===== src/source/taylor_pkg.sv =====
// Q2.16 fixed-point type, function select and DSP select enums, DSP command and result structs

package taylor_pkg;

    // ----------------------------------------------------------
    // Fixed-point format
    // ----------------------------------------------------------

    // Q2.16, so 1.0 is 0x10000
    localparam int FRAC_BITS = 16;
    localparam int FIXED_W   = 18;

    typedef logic signed [FIXED_W-1:0] fixed_t;

    localparam fixed_t FIXED_ONE = fixed_t'(1 << FRAC_BITS);

    // DSP slice widths
    localparam int MULT_W = 2 * FIXED_W;
    localparam int ACC_W  = 48;

    // ----------------------------------------------------------
    // Function select
    // ----------------------------------------------------------

    typedef enum logic [2:0] {
        FUNC_COS  = 3'd0,
        FUNC_SIN  = 3'd1,
        FUNC_EXP  = 3'd2,
        FUNC_COSH = 3'd3,
        FUNC_SINH = 3'd4
    } taylor_func_e;

    // ----------------------------------------------------------
    // MAC slice command and result
    // ----------------------------------------------------------

    // Accumulator product input
    typedef enum logic {
        XSEL_ZERO = 1'b0,
        XSEL_MULT = 1'b1
    } dsp_xsel_e;

    // Accumulator feedback input
    typedef enum logic {
        ZSEL_ZERO = 1'b0,
        ZSEL_POUT = 1'b1
    } dsp_zsel_e;

    // 39 bits, one command per cycle
    typedef struct packed {
        logic      hold;
        dsp_xsel_e xsel;
        dsp_zsel_e zsel;
        fixed_t    a;
        fixed_t    b;
    } dsp_cmd_t;

    // 84 bits
    typedef struct packed {
        logic signed [MULT_W-1:0] m;
        logic signed [ACC_W-1:0]  p;
    } dsp_res_t;

endpackage


===== src/source/taylor_coef_rom.sv =====
// Derivative-at-zero coefficient table, indexed by function and term
`timescale 1ns/1ps

module taylor_coef_rom (
    input  taylor_pkg::taylor_func_e func_sel,
    input  logic [3:0]               term_idx,
    output taylor_pkg::fixed_t       coef
);

    localparam taylor_pkg::fixed_t COEF_POS = taylor_pkg::FIXED_ONE;
    localparam taylor_pkg::fixed_t COEF_NEG = -taylor_pkg::FIXED_ONE;

    // Bit 0 picks even/odd terms, bit 1 flips the sign for cos/sin
    always_comb begin
        coef = '0;
        case (func_sel)
            taylor_pkg::FUNC_COS: begin
                if (!term_idx[0]) begin
                    coef = term_idx[1] ? COEF_NEG : COEF_POS;
                end
            end
            taylor_pkg::FUNC_SIN: begin
                if (term_idx[0]) begin
                    coef = term_idx[1] ? COEF_NEG : COEF_POS;
                end
            end
            taylor_pkg::FUNC_EXP: begin
                coef = COEF_POS;
            end
            taylor_pkg::FUNC_COSH: begin
                if (!term_idx[0]) begin
                    coef = COEF_POS;
                end
            end
            taylor_pkg::FUNC_SINH: begin
                if (term_idx[0]) begin
                    coef = COEF_POS;
                end
            end
            // Unused select codes
            default: begin
                coef = '0;
            end
        endcase
    end

endmodule


===== src/source/dsp_mac_slice.sv =====
// Two-stage signed multiplier with 48-bit accumulator and X/Z input selects
`timescale 1ns/1ps

module dsp_mac_slice (
    input  logic                 reset,
    input  logic                 clk,
    input  taylor_pkg::dsp_cmd_t cmd,
    output taylor_pkg::dsp_res_t res
);

    localparam int MW = taylor_pkg::MULT_W;
    localparam int AW = taylor_pkg::ACC_W;

    taylor_pkg::dsp_cmd_t cmd_q;
    logic signed [MW-1:0] prod;
    logic signed [MW-1:0] m_q;
    logic signed [AW-1:0] x_mux;
    logic signed [AW-1:0] z_mux;
    logic signed [AW-1:0] p_q;
    logic                 acc_live;

    // ----------------------------------------------------------
    // Stage 1: command register
    // ----------------------------------------------------------
    always_ff @(posedge reset or posedge clk) begin
        if (clk) begin
            cmd_q <= '{hold: 1'b1, xsel: taylor_pkg::XSEL_ZERO,
                       zsel: taylor_pkg::ZSEL_ZERO, a: '0, b: '0};
        end else begin
            cmd_q <= cmd;
        end
    end

    // ----------------------------------------------------------
    // Stage 2: product and accumulator
    // ----------------------------------------------------------
    assign prod  = $signed(cmd_q.a) * $signed(cmd_q.b);
    assign x_mux = (cmd_q.xsel == taylor_pkg::XSEL_MULT) ?
                   {{(AW-MW){prod[MW-1]}}, prod} : '0;
    assign z_mux = (cmd_q.zsel == taylor_pkg::ZSEL_POUT) ? p_q : '0;

    always_ff @(posedge reset) begin
        m_q <= prod;
    end

    always_ff @(posedge reset or posedge clk) begin
        if (clk) begin
            p_q      <= '0;
            acc_live <= 1'b0;
        end else if (!cmd_q.hold) begin
            p_q <= x_mux + z_mux;
            if (cmd_q.zsel == taylor_pkg::ZSEL_ZERO) begin
                acc_live <= 1'b1;
            end
        end
    end

    assign res.m = m_q;
    assign res.p = p_q;

    // Feedback from p only after a fresh accumulation has been started
    a_pout_after_start: assert property (
        @(posedge reset) disable iff (clk)
        (!cmd_q.hold && cmd_q.zsel == taylor_pkg::ZSEL_POUT) |-> acc_live
    ) else $error("accumulator feedback used before a ZSEL_ZERO start");

endmodule


===== src/source/taylor_sequencer.sv =====
// Taylor series sequencer: program counter, index registers, reciprocal table, value arrays
`timescale 1ns/1ps

module taylor_sequencer #(
    parameter int N_TERMS = 10
) (
    input  logic                     reset,
    input  logic                     clk,
    input  logic                     do_calc,
    input  taylor_pkg::taylor_func_e func_sel,
    input  taylor_pkg::fixed_t       x_in,
    output logic                     calc_done,
    output taylor_pkg::fixed_t       result,
    output taylor_pkg::taylor_func_e func_sel_q,
    output logic [3:0]               term_idx,
    input  taylor_pkg::fixed_t       coef,
    output taylor_pkg::dsp_cmd_t     dsp_cmd,
    input  taylor_pkg::dsp_res_t     dsp_res
);

    localparam int         FB   = taylor_pkg::FRAC_BITS;
    localparam int         FW   = taylor_pkg::FIXED_W;
    localparam logic [3:0] LAST = 4'(N_TERMS);

    typedef enum logic [2:0] {
        WAIT,
        INIT,
        G_ISSUE,
        CHAIN,
        ACCUM,
        DRAIN,
        DONE
    } seq_state_e;

    // Destination of a multiply coming back from the slice
    typedef struct packed {
        logic       valid;
        logic       to_val;
        logic [3:0] idx;
    } wb_tag_t;

    seq_state_e         state;
    logic [3:0]         i;
    logic [3:0]         j;
    logic [1:0]         rep;
    taylor_pkg::fixed_t x_q;
    taylor_pkg::fixed_t recip_j;
    taylor_pkg::fixed_t m_frac;
    wb_tag_t            issue_tag;
    wb_tag_t            wb_q [2];

    taylor_pkg::fixed_t g   [1:N_TERMS];
    taylor_pkg::fixed_t val [0:N_TERMS];

    if (N_TERMS < 4 || N_TERMS > 10) begin : g_bad_terms
        $error("N_TERMS must lie within 4 to 10");
    end

    // ----------------------------------------------------------
    // Program counter and index registers
    // ----------------------------------------------------------
    always_ff @(posedge reset or posedge clk) begin
        if (clk) begin
            state <= WAIT;
            i     <= '0;
            j     <= '0;
            rep   <= '0;
        end else begin
            case (state)
                WAIT: begin
                    if (do_calc) begin
                        state <= INIT;
                    end
                end
                INIT: begin
                    i     <= '0;
                    j     <= 4'd1;
                    state <= G_ISSUE;
                end
                // One x/j per cycle
                G_ISSUE: begin
                    if (j == LAST) begin
                        j     <= 4'd1;
                        rep   <= '0;
                        state <= CHAIN;
                    end else begin
                        j <= j + 4'd1;
                    end
                end
                // Issue on rep 0, wait for write-back on 1 and 2
                CHAIN: begin
                    if (rep == 2'd2) begin
                        rep <= '0;
                        if (j == LAST) begin
                            i     <= '0;
                            state <= ACCUM;
                        end else begin
                            j <= j + 4'd1;
                        end
                    end else begin
                        rep <= rep + 2'd1;
                    end
                end
                ACCUM: begin
                    if (i == LAST) begin
                        rep   <= '0;
                        state <= DRAIN;
                    end else begin
                        i <= i + 4'd1;
                    end
                end
                DRAIN: begin
                    if (rep == 2'd1) begin
                        rep   <= '0;
                        state <= DONE;
                    end else begin
                        rep <= rep + 2'd1;
                    end
                end
                DONE: begin
                    state <= WAIT;
                end
                default: begin
                    state <= WAIT;
                end
            endcase
        end
    end

    // Inputs latched only while waiting
    always_ff @(posedge reset or posedge clk) begin
        if (clk) begin
            func_sel_q <= taylor_pkg::FUNC_COS;
        end else if (state == WAIT && do_calc) begin
            func_sel_q <= func_sel;
        end
    end

    always_ff @(posedge reset) begin
        if (state == WAIT && do_calc) begin
            x_q <= x_in;
        end
    end

    assign term_idx = i;

    // ----------------------------------------------------------
    // Reciprocal table, Q16 values of 1/j
    // ----------------------------------------------------------
    always_comb begin
        case (j)
            4'd1:    recip_j = 18'h10000;
            4'd2:    recip_j = 18'h08000;
            4'd3:    recip_j = 18'h05555;
            4'd4:    recip_j = 18'h04000;
            4'd5:    recip_j = 18'h03333;
            4'd6:    recip_j = 18'h02aab;
            4'd7:    recip_j = 18'h02492;
            4'd8:    recip_j = 18'h02000;
            4'd9:    recip_j = 18'h01c72;
            4'd10:   recip_j = 18'h0199a;
            default: recip_j = '0;
        endcase
    end

    // ----------------------------------------------------------
    // MAC command
    // ----------------------------------------------------------
    always_comb begin
        dsp_cmd = '{hold: 1'b1, xsel: taylor_pkg::XSEL_ZERO,
                    zsel: taylor_pkg::ZSEL_POUT, a: '0, b: '0};
        issue_tag = '0;
        case (state)
            G_ISSUE: begin
                dsp_cmd.a = x_q;
                dsp_cmd.b = recip_j;
                issue_tag = '{valid: 1'b1, to_val: 1'b0, idx: j};
            end
            CHAIN: begin
                if (rep == 2'd0) begin
                    dsp_cmd.a = val[j - 4'd1];
                    dsp_cmd.b = g[j];
                    issue_tag = '{valid: 1'b1, to_val: 1'b1, idx: j};
                end
            end
            ACCUM: begin
                dsp_cmd.hold = 1'b0;
                dsp_cmd.xsel = taylor_pkg::XSEL_MULT;
                // First term starts a fresh sum
                if (i == 4'd0) begin
                    dsp_cmd.zsel = taylor_pkg::ZSEL_ZERO;
                end else begin
                    dsp_cmd.zsel = taylor_pkg::ZSEL_POUT;
                end
                dsp_cmd.a = val[i];
                dsp_cmd.b = coef;
            end
            default: begin
            end
        endcase
    end

    // ----------------------------------------------------------
    // Write-back of truncated products
    // ----------------------------------------------------------
    always_ff @(posedge reset or posedge clk) begin
        if (clk) begin
            wb_q[0] <= '0;
            wb_q[1] <= '0;
        end else begin
            wb_q[0] <= issue_tag;
            wb_q[1] <= wb_q[0];
        end
    end

    assign m_frac = dsp_res.m[FB +: FW];

    always_ff @(posedge reset) begin
        if (state == INIT) begin
            val[0] <= taylor_pkg::FIXED_ONE;
        end else if (wb_q[1].valid && wb_q[1].to_val) begin
            val[wb_q[1].idx] <= m_frac;
        end
    end

    always_ff @(posedge reset) begin
        if (wb_q[1].valid && !wb_q[1].to_val) begin
            g[wb_q[1].idx] <= m_frac;
        end
    end

    // Result register, loaded once the accumulator has settled
    always_ff @(posedge reset or posedge clk) begin
        if (clk) begin
            calc_done <= 1'b0;
            result    <= '0;
        end else begin
            calc_done <= (state == DRAIN) && (rep == 2'd1);
            if (state == DRAIN && rep == 2'd1) begin
                result <= dsp_res.p[FB +: FW];
            end
        end
    end

    a_done_one_cycle: assert property (
        @(posedge reset) disable iff (clk)
        calc_done |=> !calc_done
    ) else $error("calc_done held longer than one cycle");

endmodule


===== src/source/taylor_unit_top.sv =====
// Taylor unit top level: sequencer, coefficient ROM and MAC slice
`timescale 1ns/1ps

module taylor_unit_top #(
    parameter int N_TERMS = 10
) (
    input  logic                     reset,
    input  logic                     clk,
    input  logic                     do_calc,
    input  taylor_pkg::taylor_func_e func_sel,
    input  taylor_pkg::fixed_t       x_in,
    output logic                     calc_done,
    output taylor_pkg::fixed_t       result
);

    taylor_pkg::taylor_func_e func_sel_q;
    logic [3:0]               term_idx;
    taylor_pkg::fixed_t       coef;
    taylor_pkg::dsp_cmd_t     dsp_cmd;
    taylor_pkg::dsp_res_t     dsp_res;

    taylor_sequencer #(
        .N_TERMS (N_TERMS)
    ) taylor_sequencer_i (
        .reset      (reset),
        .clk        (clk),
        .do_calc    (do_calc),
        .func_sel   (func_sel),
        .x_in       (x_in),
        .calc_done  (calc_done),
        .result     (result),
        .func_sel_q (func_sel_q),
        .term_idx   (term_idx),
        .coef       (coef),
        .dsp_cmd    (dsp_cmd),
        .dsp_res    (dsp_res)
    );

    taylor_coef_rom taylor_coef_rom_i (
        .func_sel (func_sel_q),
        .term_idx (term_idx),
        .coef     (coef)
    );

    dsp_mac_slice dsp_mac_slice_i (
        .reset (reset),
        .clk   (clk),
        .cmd   (dsp_cmd),
        .res   (dsp_res)
    );

endmodule


===== config.mk =====
export PLATFORM = sky130hd
export DESIGN_NAME = taylor_unit_top
export DESIGN_NICKNAME = d
export VERILOG_FILES = /design/src/source/taylor_pkg.sv /design/src/source/taylor_coef_rom.sv /design/src/source/dsp_mac_slice.sv /design/src/source/taylor_sequencer.sv /design/src/source/taylor_unit_top.sv
export SDC_FILE = /design/constraint.sdc
export NUM_CORES = 2
export LEC_CHECK = 0
export ABC_AREA = 0
export BUFFER_PORTS_ARGS = -buffer_cell sky130_fd_sc_hd__buf_2
export CORE_MARGIN = 2
export CORE_UTILIZATION = 35
export DETAILED_ROUTE_END_ITERATION = 16
export GPL_TIMING_DRIVEN = 0
export PLACE_DENSITY = 0.6
export SKIP_LAST_GASP = 1
export SYNTH_ARGS = -nofsm -noshare
export SYNTH_HDL_FRONTEND = slang
export SYNTH_SLANG_ARGS = --single-unit

===== constraint.sdc =====
create_clock -name reset -period 13.3 [get_ports reset]
set_clock_uncertainty 0.05 [all_clocks]
set_input_delay 0.665 -clock reset [delete_from_list [all_inputs] [get_ports reset]]
set_output_delay 0.665 -clock reset [all_outputs]
set_load 0.005 [all_outputs]

==> flow_summary_export.csv <==
group,metric,value,unit
sta,fin_tns_setup,0,ns
yosys,ys_types,64,
layout,filler_cell_count,9658,
floorplanning,start_util,35.2,%
global_route,grt-ovfl-total,0,
yosys,synth_nets,3454,
setup_path,crit_type,"register to register",
layout,fin_cells,4515,
clock_tree,cts_htree_levels,2,
routing,drc_errors,0,
yosys,yosysWarnings,0,
routing,wire_per_inst,21.8,um
global_route,grt_max_degree,77,
yosys,synth_seq_area_share,42.7,%
floorplanning,die_x,323,um
setup_path,crit_slowest_cell,"clkbuf_1",
layout,regArea,15300,um^2
run_status,status,"finished clean",
setup_path,reg2reg_depth,33,
placement,dp_slack,3.96,ns
clock_tree,clk_latency,0.66,ns
yosys,synth.avg_cell_area,12.0,um^2
layout,final_nets,3577,
yosys,synth_cells,2977,
sta,tightest_slew,1.23,ns
setup_path,cp_slowest_stage_delay,0.63,ns
routing,first_pass_iters,5,
yosys,synth-seq-cells,534,
placement,place_area,38100,um^2
setup_path,crit_cells,33,
placement,gp_congestion,0.871,
layout,layout-drive-gt1-share,10.5,%
floorplanning,die-height,323,um
placement,dpl.hpwl,73.9,mm
sta,layout_min_cycle_time,9.38,ns
yosys,synth-edff-count,396,
setup_path,start_kind,"register",
job,maxCapViolations,0,
floorplanning,num_rows,117,
setup_path,arrival,9.84,ns
placement,dpl.cell_count,4409,
sta,final-hold-violation-count,0,
sta,setup_ws,3.92,ns
yosys,synth_top_area_share,33.3,%
clock_tree,ctsHoldBuffers,0,
layout,final_cell_mix,"inv_1 (397), edfxtp_1 (396), fa_1 (316)",
sta,final_max_slew_viol_count,0,
yosys,ys_top_cells_by_area,"edfxtp_1 (33%), fa_1 (18%), dfrtp_1 (8.3%)",
clock_tree,cts_root_buffer,"clkbuf_16",
setup_path,crit_top_cell,"fa_1",
hold_path,hold_path_class,"primary input to asynchronous set/reset pin",
clock_tree,cts.sinks,534,
sta,relSlewSlack,17.4,%
clock_tree,clockBufferDepth,3,
layout,syn_to_final_growth,12.0,%
routing,wl,98.3,mm
floorplanning,io_pins,43,
setup_path,worstSetupEndpointType,"register",
global_route,antenna_found_initial,6,
routing,antenna_left,0,
sta,setup_violations,0,
layout,fin_area,40000,um^2
clock_tree,numCtsBuffers,57,
placement,portBuffers,42,
power,ir_drop,0.131,mV
layout,layout.cells.most_common,"inv_1",
floorplanning,die-area,105000,um^2
layout,multi_input_area,18500,um^2
floorplanning,core_area,101000,um^2
clock_tree,cts_tree,"built",
global_route,grt_first_pass_wirelength,150,mm
sta,period_share,70.5,%
yosys,async_reset_ff_share,22.5,%
clock_tree,cts_resized,0,
yosys,syn_area,35700,um^2
routing,via_per_inst,5.17,
power,p_leak,0.0167,uW
routing,vias,23400,
global_route,grt_pass1_vias,24200,
yosys,synth_top_flop_cell,"edfxtp_1",
setup_path,critPathMaxFanout,10,
power,power.density,174,nW/um^2
setup_path,required,13.76,ns
setup_path,critical_path.top_delay_family,"adder cells",
clock_tree,cts_setup_buffers,0,
sta,rsz0062_at_grt,"false",
yosys,yosys.area.top_type,"edfxtp_1",
global_route,grt.total_usage,19.1,%
routing,drt-initial-drc-count,2054,
setup_path,critPathBufInv,7,
clock_tree,clkSlewWorstSetupHoldPaths,0.07,ns
sta,max_freq,107,MHz
==> registers in the layout (all words and copies together), names as in the netlist, 3 cells and up <==
signal                         cells
taylor_sequencer_i.j               4
taylor_sequencer_i.x_q            18
taylor_sequencer_i.state           3
dsp_mac_slice_i.cmd_q             39
taylor_sequencer_i.g             180
dsp_mac_slice_i.p_q               34
taylor_sequencer_i.result         18
taylor_sequencer_i.term_idx        4
taylor_sequencer_i.wb_q           12
taylor_sequencer_i.func_sel_q      3
taylor_sequencer_i.val           198
dsp_mac_slice_i.m_q               18
==> per-stage QoR <==
step | util (%) | total power, uW | hold WS (ns)
finish | 39.4 | 6970 | 0.0161
floorplan | - | 4200 | 0.281
CTS | 39.4 | 6990 | 0.0138
global route | 39.4 | 7380 | 0.0301
detailed placement | 37.5 | 5350 | 0.289
global placement | 37.1 | 5330 | 0.284
==> cell families after synthesis <==
group / share of synthesized area (%)
flip-flops: 42.7
AND/OR/NAND/NOR: 10.1
buffers and inverters: 5.72
AO/OA/AOI/OAI: 7.67
XOR/XNOR: 1.69
multiplexers: 9.54
adder cells (fa/ha/maj): 22.5
==> power breakdown <==
part,internal [uW],leakage [uW],switching [uW]
clock,957,0.000928,677
combinational,1130,0.00996,1950
sequential,1990,0.00581,278
total,4070,0.0167,2900
==> cells in the mapped netlist (all sizes together), types with 4 or more instances <==
cell    instances
o31ai          10
nor4b           4
a221oi         18
o21bai          9
a22oi          12
xnor2          38
a221o          10
nor2b          14
o22ai          12
inv           399
a31oi           5
clkbuf        112
buf            28
nor3           21
nor2          125
mux2i          87
edfxtp        396
a22o            4
o21ai          94
fa            316
a211o           6
nand4           5
or3             6
mux4           86
dfxtp          18
a21boi          4
xor2           31
nor3b           5
a21o           27
o211ai         11
and3            9
nand2         250
nand2b         19
a211oi         58
ha            137
a21oi         120
mux2           53
o21a           13
dfrtp         119
nand3          14
and2          249
==> path summary, 6_finish.rpt <==
path,startpoint,endpoint,slack (ns)
hold / removal,clk,taylor_sequencer_i.calc_done$_DFF_PP0_,0.02
setup / recovery,dsp_mac_slice_i.cmd_q[9]$_DFF_PP0_,dsp_mac_slice_i.p_q[33]$_DFFE_PP0N_,3.92
max in group asynchronous,clk,dsp_mac_slice_i.cmd_q[24]$_DFF_PP0_,12.39
min in group reset,x_in[7],taylor_sequencer_i.x_q[7]$_DFFE_PP_,0.13
setup reg to reg,dsp_mac_slice_i.cmd_q[9]$_DFF_PP0_,dsp_mac_slice_i.p_q[33]$_DFFE_PP0N_,3.92
hold reg to reg,taylor_sequencer_i.wb_q[8]$_DFF_PP0_,taylor_sequencer_i.wb_q[2]$_DFF_PP0_,0.30
==> final cells by class <==
cell class                 count  area share [%]
sequential                   534            38.1
inverter                     399            3.76
tap                         1368            4.28
timing repair buffer          64            1.36
buffer                       140            1.36
multi-input combinational   1904            46.2
antenna                        2          0.0125
clock inverter                35            1.10
clock buffer                  69            3.73
==> layer usage <==
layer	vias to the layer above	wire length, um	global-route usage (%)
li1	10400	-	-
met1	11900	42200	25.7
met2	829	46400	31.1
met3	170	6640	3.26
met4	0	3130	6.59
met5	-	0	0
No activity file was read; power rests on OpenSTA's default activity.
